**config.mk**
```make
export PLATFORM = sky130hd
export DESIGN_NAME = shift_unit_top
export DESIGN_NICKNAME = d
export VERILOG_FILES = /design/src/rtl/shift_unit_pkg.sv /design/src/rtl/shift_decode.sv /design/src/rtl/shift_execute.sv /design/src/rtl/shift_result.sv /design/src/rtl/shift_unit_top.sv
export VERILOG_INCLUDE_DIRS = /design/src /design/src/rtl
export SDC_FILE = /design/constraint.sdc
export NUM_CORES = 1
export LEC_CHECK = 0
export BUFFER_PORTS_ARGS = -buffer_cell sky130_fd_sc_hd__buf_4
export CORE_MARGIN = 2
export CORE_UTILIZATION = 52
export DETAILED_ROUTE_END_ITERATION = 10
export MAX_ROUTING_LAYER = met4
export PLACE_DENSITY = 0.73
export RECOVER_POWER = 50
export SYNTH_ARGS = -nofsm -noshare
export SYNTH_HDL_FRONTEND = slang
export SYNTH_SLANG_ARGS = --single-unit
export TNS_END_PERCENT = 50
```
**constraint.sdc**
```tcl
create_clock -name clk -period 1.9 [get_ports clk]
set_input_delay 0.285 -clock clk [delete_from_list [all_inputs] [get_ports clk]]
set_output_delay 0.285 -clock clk [all_outputs]
set_load 0.1 [all_outputs]
```
**src/rtl/shift_unit_params.svh**
```systemverilog
`ifndef SHIFT_UNIT_PARAMS_SVH
`define SHIFT_UNIT_PARAMS_SVH

// Data word width of the shift unit. 16 and 32 work as well.
`define SHU_WIDTH 8

// Width of the binary shift amount.
`define SHU_AMT_BITS ($clog2(`SHU_WIDTH))

`endif

```
**src/rtl/shift_unit_pkg.sv**
```systemverilog
`include "shift_unit_params.svh"

package shift_unit_pkg;

    typedef enum logic [1:0] {
        OP_SHL = 2'b00, // Logical shift left.
        OP_SHR = 2'b01, // Logical shift right.
        OP_ROL = 2'b10,
        OP_ROR = 2'b11
    } shift_op_e;

    // Request as it enters the unit.
    typedef struct packed {
        shift_op_e                 op;
        logic [`SHU_WIDTH-1:0]     data;
        logic [`SHU_AMT_BITS-1:0]  amount;
    } shift_req_t;

    // Decoded request. Bit k of sel selects a shift distance of k.
    typedef struct packed {
        shift_op_e              op;
        logic [`SHU_WIDTH-1:0]  data;
        logic [`SHU_WIDTH-1:0]  sel;
    } exec_req_t;

    typedef struct packed {
        logic [`SHU_WIDTH-1:0]  value;
        logic                   carry;
    } exec_res_t;

    // Response as it leaves the unit.
    typedef struct packed {
        logic [`SHU_WIDTH-1:0]  value;
        logic                   carry;
        logic                   zero;
    } shift_rsp_t;

endpackage

```
**src/rtl/shift_decode.sv**
```systemverilog
`timescale 1ns/1ps
`include "shift_unit_params.svh"

module shift_decode (
    input  logic                       clk,
    input  logic                       rst_n,
    input  logic                       in_valid,
    input  shift_unit_pkg::shift_req_t in_req,
    output logic                       dec_valid,
    output shift_unit_pkg::exec_req_t  dec_req
);

    logic [`SHU_WIDTH-1:0] sel_onehot; // Bit k is set for an amount of k.

    // Binary to one-hot conversion of the shift amount.
    always_comb begin
        for (int k = 0; k < `SHU_WIDTH; k++) begin
            sel_onehot[k] = (in_req.amount == k);
        end
    end

    always_ff @(posedge clk or negedge rst_n) begin
        if (!rst_n) begin
            dec_valid <= 1'b0;
        end else begin
            dec_valid <= in_valid;
        end
    end

    // The request fields are only captured with a valid strobe.
    always_ff @(posedge clk) begin
        if (in_valid) begin
            dec_req.op   <= in_req.op;
            dec_req.data <= in_req.data;
            dec_req.sel  <= sel_onehot;
        end
    end

endmodule

```
**src/rtl/shift_execute.sv**
```systemverilog
`timescale 1ns/1ps
`include "shift_unit_params.svh"

module shift_execute (
    input  logic                      clk,
    input  logic                      rst_n,
    input  logic                      dec_valid,
    input  shift_unit_pkg::exec_req_t dec_req,
    output logic                      exe_valid,
    output shift_unit_pkg::exec_res_t exe_res
);

    logic [`SHU_WIDTH-1:0] d;

    // One candidate word per distance for each operation.
    wire [`SHU_WIDTH-1:0][`SHU_WIDTH-1:0] shl_val;
    wire [`SHU_WIDTH-1:0][`SHU_WIDTH-1:0] shr_val;
    wire [`SHU_WIDTH-1:0][`SHU_WIDTH-1:0] rol_val;
    wire [`SHU_WIDTH-1:0][`SHU_WIDTH-1:0] ror_val;

    // Leftward moves lose bit WIDTH-k, rightward moves lose bit k-1.
    wire [`SHU_WIDTH-1:0] left_carry;
    wire [`SHU_WIDTH-1:0] right_carry;

    logic [`SHU_WIDTH-1:0][`SHU_WIDTH-1:0] fam_val;
    logic [`SHU_WIDTH-1:0]                 fam_carry;

    logic [`SHU_WIDTH-1:0] mux_val;
    logic                  mux_carry;

    assign d = dec_req.data;

    genvar k;
    generate
        for (k = 0; k < `SHU_WIDTH; k++) begin : g_dist
            if (k == 0) begin : g_pass
                // Distance zero passes the word through with no carry.
                assign shl_val[k]     = d;
                assign shr_val[k]     = d;
                assign rol_val[k]     = d;
                assign ror_val[k]     = d;
                assign left_carry[k]  = 1'b0;
                assign right_carry[k] = 1'b0;
            end else begin : g_slice
                assign shl_val[k] = {d[`SHU_WIDTH-1-k:0], {k{1'b0}}};
                assign shr_val[k] = {{k{1'b0}}, d[`SHU_WIDTH-1:k]};
                assign rol_val[k] = {d[`SHU_WIDTH-1-k:0], d[`SHU_WIDTH-1:`SHU_WIDTH-k]};
                assign ror_val[k] = {d[k-1:0], d[`SHU_WIDTH-1:k]};
                assign left_carry[k]  = d[`SHU_WIDTH-k]; // Also bit 0 of the ROL result.
                assign right_carry[k] = d[k-1];          // Also the top bit of the ROR result.
            end
        end
    endgenerate

    // The opcode picks one candidate family.
    always_comb begin
        fam_val   = shl_val;
        fam_carry = left_carry;
        case (dec_req.op)
            shift_unit_pkg::OP_SHL: begin
                fam_val   = shl_val;
                fam_carry = left_carry;
            end
            shift_unit_pkg::OP_SHR: begin
                fam_val   = shr_val;
                fam_carry = right_carry;
            end
            shift_unit_pkg::OP_ROL: begin
                fam_val   = rol_val;
                fam_carry = left_carry;
            end
            shift_unit_pkg::OP_ROR: begin
                fam_val   = ror_val;
                fam_carry = right_carry;
            end
            default: begin
                fam_val   = shl_val;
                fam_carry = left_carry;
            end
        endcase
    end

    // AND-OR mux over the one-hot distance select.
    always_comb begin
        mux_val   = '0;
        mux_carry = 1'b0;
        for (int i = 0; i < `SHU_WIDTH; i++) begin
            mux_val   = mux_val | (fam_val[i] & {`SHU_WIDTH{dec_req.sel[i]}});
            mux_carry = mux_carry | (fam_carry[i] & dec_req.sel[i]);
        end
    end

    always_ff @(posedge clk or negedge rst_n) begin
        if (!rst_n) begin
            exe_valid <= 1'b0;
        end else begin
            exe_valid <= dec_valid;
        end
    end

    always_ff @(posedge clk) begin
        if (dec_valid) begin
            exe_res.value <= mux_val;
            exe_res.carry <= mux_carry;
        end
    end

endmodule

```
**src/rtl/shift_result.sv**
```systemverilog
`timescale 1ns/1ps

module shift_result (
    input  logic                       clk,
    input  logic                       rst_n,
    input  logic                       exe_valid,
    input  shift_unit_pkg::exec_res_t  exe_res,
    output logic                       out_valid,
    output shift_unit_pkg::shift_rsp_t out_rsp
);

    logic zero;

    assign zero = ~|exe_res.value; // Set only when every result bit is clear.

    always_ff @(posedge clk or negedge rst_n) begin
        if (!rst_n) begin
            out_valid <= 1'b0;
        end else begin
            out_valid <= exe_valid;
        end
    end

    // Final response register, loaded with the execute strobe.
    always_ff @(posedge clk) begin
        if (exe_valid) begin
            out_rsp.value <= exe_res.value;
            out_rsp.carry <= exe_res.carry;
            out_rsp.zero  <= zero;
        end
    end

endmodule

```
**src/rtl/shift_unit_top.sv**
```systemverilog
`timescale 1ns/1ps

module shift_unit_top (
    input  logic                       clk,
    input  logic                       rst_n,
    input  logic                       in_valid,
    input  shift_unit_pkg::shift_req_t in_req,
    output logic                       out_valid,
    output shift_unit_pkg::shift_rsp_t out_rsp
);

    logic                      dec_valid;
    shift_unit_pkg::exec_req_t dec_req;   // Opcode, data and one-hot distance.
    logic                      exe_valid;
    shift_unit_pkg::exec_res_t exe_res;

    // Three register stages, so a response follows its request by three cycles.
    shift_decode i_decode (
        .clk       (clk),
        .rst_n     (rst_n),
        .in_valid  (in_valid),
        .in_req    (in_req),
        .dec_valid (dec_valid),
        .dec_req   (dec_req)
    );

    shift_execute i_execute (
        .clk       (clk),
        .rst_n     (rst_n),
        .dec_valid (dec_valid),
        .dec_req   (dec_req),
        .exe_valid (exe_valid),
        .exe_res   (exe_res)
    );

    shift_result i_result (
        .clk       (clk),
        .rst_n     (rst_n),
        .exe_valid (exe_valid),
        .exe_res   (exe_res),
        .out_valid (out_valid),
        .out_rsp   (out_rsp)
    );

endmodule

```
# Yosys cells after proc, flatten, opt, wreduce, memory -nomap -nowiden
# Index checks and enable logic that the tools add are counted.
# classes
n_addsub	0
mul	0
div	0
magnitude_cmp	0
n_eq_ne	10
n_shift	0
n_mux	2
n_bitwise	30
reduce_logical	6
# op_table
operator	count
64-bit case mux with 4 select lines	1
8-bit AND	8
8-bit OR	7
8-bit case mux with 2 select lines	1
3-bit == test, second input constant	4
1-bit AND	8
8-bit OR reduction	1
1-bit OR	7
3-bit by 2-bit == test with 1-bit output, second input constant	2
2-bit == test, second input constant	2
2-bit OR reduction	2
3-bit by 1-bit == test with 1-bit output, second input constant	1
3-bit zero test	1
2-bit by 1-bit == test with 1-bit output, second input constant	1
2-bit zero test	1
1-bit zero test	1
# totals
reg_bits	40
latch_bits	0
ram_bits	0
romBits	0
input_bits	16
output_inout_bits	11
wordCells	59
n_memories	0

# Longest topological paths before layout
# Gate-level depths: netlist of run 1.
# logic_depth
ltp_word	11
depth_mapped	6
ltp_nobuf	4

# Hierarchy
# A second synthesis of run 1 with hierarchy kept.
# unflattened
cells_unflattened	195
area_unflattened_um2	2203.4
# modules_own_cells
mod	n_inst	cells_per_inst	area_each_um2	seq_area_each_um2
shift_execute	1	154	1228.7	295.3
shift_decode	1	27	630.6	565.5
shift_result	1	14	344.1	325.3

# Worst setup path after synthesis of run 1
# No wires, ideal clock.
# synth_path
path_kind	reg2reg
startpoint	reg i_decode.dec_req[3] (netlist name)
endpoint	reg i_execute.exe_res[6] (netlist name)
setup_time_ps	274
t_arrival_ps	1185
t_required_ps	1626
slack_ps	442
path_stages_with_launch	6
n_path_buf	1
period_less_slack_ps	1458
cell_sequence	edfxtp_1 > buf_6 > a222oi_1 > a21oi_1 > a221oi_2 > o2111ai_1
# synth_between
elab_chain_len	6
# synth_lines
element	line_no	text
8-bit AND	shift_execute.sv:88	mux_val = mux_val | (fam_val[i] & {`SHU_WIDTH{dec_req.sel[i]}});
8-bit OR (5 in a row)	shift_execute.sv:88	
named net i_execute.mux_val[5]	shift_execute.sv:28	logic [`SHU_WIDTH-1:0] mux_val;
# The timed path passes the listed nets, and every way through them passes these cells.
# A chain may end at the register's enable or synchronous reset.

# Worst setup path in the final report of run 1
# layout_path
startpoint	reg i_decode.dec_req[9] (netlist name)
endpoint	reg i_execute.exe_res[1] (netlist name)
# layout_between
elab_chain_len	9
elab_cells_between_ends	10
cone_classes	1 x mux; 9 x bitwise
# layout_lines
element	line_no	text
64-bit case mux with 4 select lines *	shift_execute.sv:59	case (dec_req.op)
8-bit AND	shift_execute.sv:88	
8-bit OR (6 in a row)	shift_execute.sv:88	
8-bit OR *	shift_execute.sv:88	
named net i_execute.mux_val[0]	shift_execute.sv:28	
# Mark *: on every way through the listed nets, which the timed path passes. The rest lies on a longest branch. The select of a mux whose other input is x is not followed.

==> impl_results.md, run 1 <==
- Cells after Synth: 207
- Initial Util: 0.5510
- FF-to-FF Start: i_decode.dec_req[9]
- Full die area: 4840 um^2
- Initial DRC Count: 222
- Final setup fails: 0
- Commonest non-fill, non-tap cells in the layout: edfxtp_1, nand2_1, buf_4
- Largest buffer count on any clock path: 2
- Worst Path Required: 1.94 ns
- Pwr/cell area: 937.2 nW/um^2
- CTS Buf Count: 5
- Vias: 1870
- Setup WS pre-CTS: 0.2346 ns
- Worst relative slew slack: 0.3569
- Setup_tns: 0 ns
- First-pass DRT Iterations: 7
- Worst Skew: 0.005193 ns
- Worst-path clk slew: 0.07 ns
- Ys flop type: edfxtp_1
- Post-DP HPWL: 3.683 mm
- Row count: 23
- Final Hold Slack: 0.1873 ns
- Syn_nets: 223
- Clock root buffer: clkbuf_8
- IO Pins: 27
- # fillers: 320
- Worst Setup SP: i_decode.dec_req[9]
- Worst Path Arrival: 1.80 ns
- Layout Utilization: 0.6380
- Final setup margin: 0.1338 ns
- Crit path capture type: register
- Footprint of the multi-input gates: 888.4 um^2
- Drt total wl: 5.435 mm
- Post-DR wirelength/cell: 19.48 um
- Largest fanout on the critical path: 14
- Net count, final: 244
- Peak supply drop: 0.6141 mV
- Synthesized area per cell: 10.80 um^2
- Worst reg2reg endpoint: i_execute.exe_res[1]
- Ys async rst share: 0.07500
- Critical path class: reg2reg
- Post-route ant nets: 0
- CTS tree: built
- Die outline height: 69.57 um
- Cts repair resizes: 0
- N_diodes: 0
- Post-route clock period utilization: 0.9296
- Sequential share of the synthesized area: 0.5305
- Leakage: 0.9670 nW
- Vias in the first global route: 1834
- Synth-to-layout area growth: 15.78%
- Largest net degree at the start of global routing: 46
- Initial antenna violation count: 0
- Final GP Congestion: 0.9415
- R2r setup slk: 0.13 ns
- R2R depth: 4
- # clock sinks: 40
- Worst Hold Class: in2reg
- First-pass GRT wire length: 8.797 mm
- DR DRC count: 0
- Placed cells: 270
- H-tree depth: 2
- CTS Hold Bufs: 1
- Max-slew violation count: 0
- Finished Layout Cells: 279
- GRT Resource Usage Total: 0.2374
- Post-DR vias/cell: 6.703
- Crit path to: i_execute.exe_res[1]
- Post-CTS Setup Bufs: 0
- Worst Tran Pin Value: 0.9646 ns
- CP startpoint kind: register
- Most common cell after layout, fill and taps aside: edfxtp_1
- Reg area: 1186 um^2
- Worst-Skew Late Latency: 0.29 ns
- Hold Crit Start: in_req[12]
- Fin. Hold Viols: 0
- PortBufs: 26
- Mapped cell area: 2236 um^2
- Core Area: 4058 um^2
- Status: complete, no violations
- RSZ-0062 raised after global routing: no
- Congestion Overflow GR: 0
- Register bit count reported by yosys: 40
- Share of cells above drive strength 1: 0.2052
- Yosys cell types: 40
- Fmax achieved: 566.2 MHz
- EDFF count, synth: 37
- Max cap viols: 0
- Die width: 69.57 um
- Synthesis warning total: 0
- Min Tclk post-route: 1.766 ns
[critical path, cell delays in order (launching register included)]
cell and delay [ns]:
edfxtp_1 0.60, a222oi_1 0.46, a21oi_1 0.15, a221oi_2 0.19
o21ai_1 0.10
[metrics by stage]
step / cell area (um^2) / power (mW)
6_report: 2589 / 2.426
3_3_place_gp: 2457 / 1.628
5_1_grt: 2589 / 2.517
4_1_cts: 2600 / 2.422
2_1_floorplan: 2236 / 1.486
3_5_place_dp: 2457 / 1.631
[sequential cells by signal, indices dropped and copies added (netlist names)]
signal               count
i_decode.dec_req        18
i_decode.dec_valid       1
i_execute.exe_res        9
i_execute.exe_valid      1
i_result.out_rsp        10
i_result.out_valid       1
[layer usage]
layer / wire (um) / part of all wire / GRT usage
met4: 117 / 0.022 / 0.1198
met5: 0 / 0 / -
met2: 2678 / 0.49 / 0.3771
met1: 2108 / 0.39 / 0.2894
met3: 530 / 0.098 / 0.04651
[cell type report]
cell class / instances / share of cell area
clock buffer: 6 / 0.02803
tap: 50 / 0.02417
clock inverter: 2 / 0.02320
sequential: 40 / 0.4582
inverter: 4 / 0.005800
timing repair buffer: 40 / 0.1174
multi-input combinational: 137 / 0.3432
[power by group]
part	switching [mW]	internal, mW	total, mW
clock network	0.279	0.525	0.804
logic	0.274	0.182	0.456
registers	0.115	1.05	1.17
total	0.669	1.76	2.43
[synth_stat cells, drive strengths merged (2+ instances only)]
master,n,share of area
edfxtp,37,0.50
nand2,27,0.045
buf,22,0.058
a22oi,17,0.057
a21oi,13,0.029
nand3,11,0.025
o21ai,9,0.020
a221oi,6,0.029
a22o,5,0.020
a32o,5,0.022
a32oi,5,0.020
a222oi,4,0.018
clkbuf,4,0.0073
inv,4,0.0067
nor2,4,0.0067
dfrtp,3,0.034
nand2b,3,0.0084
nand4,3,0.0084
nor3b,3,0.010
a21boi,2,0.0067
a31oi,2,0.0056
and3b,2,0.0078
mux2,2,0.010
o211ai,2,0.0067
or4,2,0.0067
[worst min-delay path by stage]
stage	cells past startpoint	slack, ns	to
6_report	1	0.19	i_decode.dec_req[17]
5_1_grt	1	0.18	i_decode.dec_req[12]
4_1_cts	1	0.17	i_decode.dec_req[11]
3_5_place_dp	1	0.08	i_result.out_valid
3_3_place_gp	1	0.07	i_decode.dec_valid
2_1_floorplan	0	-0.01	i_decode.dec_valid
[cells by family after synthesis]
logic type,share of synthesized area
AOI/OAI and AO/OA,0.2569
muxes,0.01007
and+or+nand+nor,0.1304
DFF,0.5305
buffers and inverters,0.07218
(Power assumes the default switching activity.)
==> run 2: changes to the inputs <==
- REMOVE_ABC_BUFFERS: unset -> 1
==> impl_results.md, run 2 (synthesized netlist as in run 1, its figures left out) <==
- Worst-Skew Late Latency: 0.30 ns
- Commonest non-fill, non-tap cells in the layout: edfxtp_1, nand2_1, buf_4
- Clock power frac: 0.268
- Worst relative slew slack: 0.2839
- Met3 Wirelength: 523 um
- Post-route clock period utilization: 0.9112
- Share of cells above drive strength 1: 0.2165
- Crit-path cells: a222oi_1 -> a21oi_1 -> a221oi_2 -> o21ai_1
- Post-DR wirelength/cell: 19.72 um
- Max layer used: met4
- Leakage: 0.9622 nW
- Largest fanout on the critical path: 9
- Largest net degree at the start of global routing: 46
- Final Hold Slack: 0.1747 ns
- Number of flip-flops in the largest register: 18
- Setup_tns: 0 ns
- Switching power: 0.6996 mW
- Cts repair resizes: 0
- Crit path buf inv count: 0
- First-pass DRT Iterations: 6
- Delay-heaviest family, CP: compound AO/OA/AOI/OAI gates
- Post-route total power: 2.226 mW
- Sequential share of power: 0.520
- Post-route ant nets: 0
- Die outline height: 69.57 um
- H-tree depth: 2
- Peak supply drop: 0.5145 mV
- CTS Buf Count: 5
- Congestion Overflow GR: 0
- Core Area: 4058 um^2
- Worst Skew: 0.01300 ns
- N_diodes: 0
- CTS tree: built
- Logic pwr share: 0.212
- Worst-path clk slew: 0.09 ns
- Pwr/cell area: 868.1 nW/um^2
- Reg area: 1186 um^2
- Vias in the first global route: 1714
- Post-DP HPWL: 3.719 mm
- Clock root buffer: clkbuf_8
- Fin. Hold Viols: 0
- PortBufs: 26
- Vias: 1910
- Full die area: 4840 um^2
- # fillers: 325
- GRT Resource Usage Total: 0.2396
- # clock sinks: 40
- Fmax achieved: 577.6 MHz
- Final GP Congestion: 1.073
- Status: complete, no violations
- Slowest Stage Delay on Critical Path: 0.53 ns
- Worst Hold Class: in2reg
- Initial DRC Count: 235
- Synth-to-layout area growth: 14.66%
- Footprint of the multi-input gates: 888.4 um^2
- Final setup fails: 0
- Row count: 23
- Registers with the most flip-flops: i_decode.dec_req: 18 flops, i_result.out_rsp: 10 flops, i_execute.exe_res: 9 flops
- Initial antenna violation count: 0
- Worst Path Arrival: 1.77 ns
- DR DRC count: 0
- Min Tclk post-route: 1.731 ns
- Max-slew violation count: 0
- CTS Hold Bufs: 1
- RSZ-0062 raised after global routing: no
- Metal2 WL: 2.665 mm
- Worst Tran Pin Value: 1.074 ns
- Worst Path Required: 1.94 ns
- Largest reg by FF count: i_decode.dec_req
- Initial Util: 0.5510
- Post-CTS Setup Bufs: 0
- Critical path class: reg2reg
- Crit path capture type: register
- Net count, final: 246
- Met1 WL: 2.208 mm
- Crit-path slowest cell: edfxtp_1
- Largest buffer count on any clock path: 2
- Max cap viols: 0
- Die width: 69.57 um
- Post-DR vias/cell: 6.797
- Internal: 1.526 mW
- Drt total wl: 5.541 mm
- Switch share: 0.3143
- Most common cell after layout, fill and taps aside: edfxtp_1
- CP startpoint kind: register
- First-pass GRT wire length: 8.873 mm
- IO Pins: 27
==> run 2: power groups by stage <==
stage	clock, mW	combinational [mW]	sequential, mW
2_1_floorplan	0	0.181	1.27
3_3_place_gp	0	0.464	1.17
3_5_place_dp	0	0.463	1.17
4_1_cts	0.589	0.466	1.15
5_1_grt	0.623	0.504	1.17
6_report	0.597	0.471	1.16
==> run 2: cell type report <==
cell class,instances,area share
well taps,50,0.02440
clock inverters,2,0.003904
clock buffers,6,0.03221
multi-input cells,137,0.3465
flip-flops and latches,40,0.4627
repair buffers,42,0.1245
inverters,4,0.005857
==> run 2: worst register-to-register path: stages (launching register included) <==
cell	delay, ns
edfxtp_1	0.53
a222oi_1	0.52
a21oi_1	0.15
a221oi_2	0.18
o21ai_1	0.10
==> run 2: final timing paths <==
path / startpoint / to / slack, ns / depth (start not counted)
min in group asynchronous: rst_n / i_decode.dec_valid / 0.32 / 2
setup / recovery: i_decode.dec_req[5] / i_execute.exe_res[1] / 0.17 / 4
setup reg to reg: i_decode.dec_req[5] / i_execute.exe_res[1] / 0.17 / 4
hold / removal: in_req[5] / i_decode.dec_req[10] / 0.17 / 1
max in group asynchronous: rst_n / i_result.out_valid / 1.43 / 2
hold reg to reg: i_execute.exe_res[0] / i_result.out_rsp[1] / 0.45 / 0
==> run 2: through the flow <==
stage | worst slack, ns | instance area (um^2) | std cells | util
after global routing | 0.05402 | 2564 | 281 | 0.6318
after global placement | 0.2330 | 2472 | 272 | 0.6093
after CTS | 0.1854 | 2575 | 281 | 0.6346
after floorplan | 0.01047 | 2090 | 181 | -
final | 0.1687 | 2564 | 281 | 0.6318
after detailed placement | 0.2198 | 2472 | 272 | 0.6093
==> run 2: layer usage <==
metal | up-vias | GRT usage
met5 | - | -
met4 | 0 | 0.1024
met3 | 16 | 0.05378
met2 | 119 | 0.3665
met1 | 902 | 0.3087
li1 | 873 | -
==> run 3: changes to the inputs <==
- clock period: 1.9 -> 1.69 ns (I/O delays scaled with it)
==> impl_results.md, run 3 (synthesized netlist as in run 1, its figures left out) <==
- Post-DP HPWL: 3.753 mm
- Full die area: 4840 um^2
- Most common cell after layout, fill and taps aside: edfxtp_1
- H-tree depth: 2
- Worst-path clk slew: 0.08 ns
- CTS tree: built
- Min Tclk post-route: 1.637 ns
- Switching power: 0.7904 mW
- Post-DR wirelength/cell: 19.69 um
- Slowest Stage Delay on Critical Path: 0.60 ns
- Post-route ant nets: 0
- Initial DRC Count: 279
- Vias: 1943
- Fin. Hold Viols: 0
- Die width: 69.57 um
- Hold Crit Start: in_req[6]
- # clock sinks: 40
- Initial antenna violation count: 0
- Number of flip-flops in the largest register: 18
- IO Pins: 27
- PortBufs: 26
- DR DRC count: 0
- Critical path class: reg2reg
- FF-to-FF Start: i_decode.dec_req[12]
- Worst Hold Class: in2reg
- Core Area: 4058 um^2
- Worst Path Arrival: 1.67 ns
- Share of cells above drive strength 1: 0.2427
- Largest fanout on the critical path: 13
- Drt total wl: 5.691 mm
- Logic pwr share: 0.244
- GRT Resource Usage Total: 0.2449
- Internal: 1.696 mW
- RSZ-0062 raised after global routing: no
- Largest reg by FF count: i_decode.dec_req
- Worst Setup SP: i_decode.dec_req[12]
- Largest buffer count on any clock path: 2
- Synth-to-layout area growth: 17.80%
- CP startpoint kind: register
- Post-route clock period utilization: 0.9688
- Leakage: 0.9927 nW
- Die outline height: 69.57 um
- Worst Skew: 0.004662 ns
- Registers with the most flip-flops: i_decode.dec_req: 18 flops, i_result.out_rsp: 10 flops, i_execute.exe_res: 9 flops
- Row count: 23
- First-pass DRT Iterations: 5
- Final Hold Slack: 0.1526 ns
- First-pass GRT wire length: 9.059 mm
- Post-DR vias/cell: 6.723
- Crit path capture type: register
- Sequential share of power: 0.504
- R2r setup slk: 0.05 ns
- CTS Buf Count: 5
- Final setup fails: 0
- Commonest non-fill, non-tap cells in the layout: edfxtp_1, buf_4, nand2_1
- Fmax achieved: 610.8 MHz
- Switch share: 0.3179
- Worst Path Required: 1.73 ns
- Peak supply drop: 0.5181 mV
- Status: complete, no violations
- Net count, final: 254
- Pwr/cell area: 944.1 nW/um^2
- Worst relative slew slack: 0.3224
- # fillers: 300
- Congestion Overflow GR: 0
- Max-slew violation count: 0
- Crit-path slowest cell: edfxtp_1
- Crit-path cells: buf_4 -> a222oi_1 -> nand3_1
- Max cap viols: 0
- Largest net degree at the start of global routing: 46
- Worst Tran Pin Value: 1.016 ns
- Clock root buffer: clkbuf_8
- Vias in the first global route: 1809
- Clock power frac: 0.252
- Post-route total power: 2.487 mW
- Initial Util: 0.5510
- Worst-Skew Late Latency: 0.29 ns
- N_diodes: 0
- Final GP Congestion: 0.9196
==> run 3: changes by cell type in the layout (fill, tap and decap cells not counted), sizes merged <==
cell	delta
buf	+8
clkbuf	-1
clkinv	-1
clkinvlp	+2
==> run 3: critical path, delay by kind of cell, from the launching register on <==
| kind | cells | cell delay [ns] |
|---|---|---|
| flip-flops | 1 | 0.60 |
| AND/OR/NAND/NOR | 1 | 0.12 |
| AO/OA/AOI/OAI | 1 | 0.42 |
| buffers and inverters | 1 | 0.25 |
==> run 3: timing repair <==
action	4_1_cts	5_1_grt
buffers inserted	0	1
endpoints found under the hold margin	3	0
setup endpoints to repair	0	2
gates resized for setup	0	1
hold buffers	1	0
==> run 3: metrics by stage <==
step / utilization / area (um^2) / setup TNS (ns) / setup slack (ns) / cells
finish: 0.6491 / 2634 / 0 / 0.05276 / 289
global route: 0.6491 / 2634 / 0 / 0.007749 / 289
global placement: 0.6253 / 2537 / 0 / 0.1259 / 279
floorplan: - / 2090 / -0.6719 / -0.1995 / 181
CTS: 0.6494 / 2635 / 0 / 0.1051 / 288
detailed placement: 0.6253 / 2537 / 0 / 0.1213 / 279
==> run 3: routing by layer <==
layer	vias up	GRT usage	wire [um]
li1	882	-	-
met1	900	0.2991	2262
met2	140	0.3878	2703
met3	21	0.05523	565
met4	0	0.1133	159
met5	-	-	0
==> run 3: path summary, 6_finish.rpt <==
| path | end | depth (start not counted) |
|---|---|---|
| max | i_execute.exe_res[5] | 3 |
| min | i_decode.dec_req[11] | 1 |
| max reg2reg | i_execute.exe_res[5] | 3 |
| min reg2reg | i_result.out_rsp[1] | 0 |
| max in group asynchronous | i_result.out_valid | 2 |
| min in group asynchronous | i_decode.dec_valid | 2 |
==> run 3: power groups by stage <==
stage	clock (mW)	combinational (mW)	sequential, mW
floorplan	0	0.203	1.42
global placement	0	0.584	1.28
detailed placement	0	0.585	1.28
CTS	0.642	0.588	1.26
global route	0.692	0.647	1.26
finish	0.627	0.606	1.25
==> run 3: cell type report <==
| cell class | count | area, um^2 | area share |
|---|---|---|---|
| flip-flops and latches | 40 | 1186 | 0.4504 |
| multi-input cells | 137 | 890.9 | 0.3382 |
| repair buffers | 50 | 391.6 | 0.1487 |
| clock buffers | 5 | 68.82 | 0.02613 |
| well taps | 50 | 62.56 | 0.02375 |
| clock inverters | 3 | 18.77 | 0.007126 |
| inverters | 4 | 15.01 | 0.005701 |
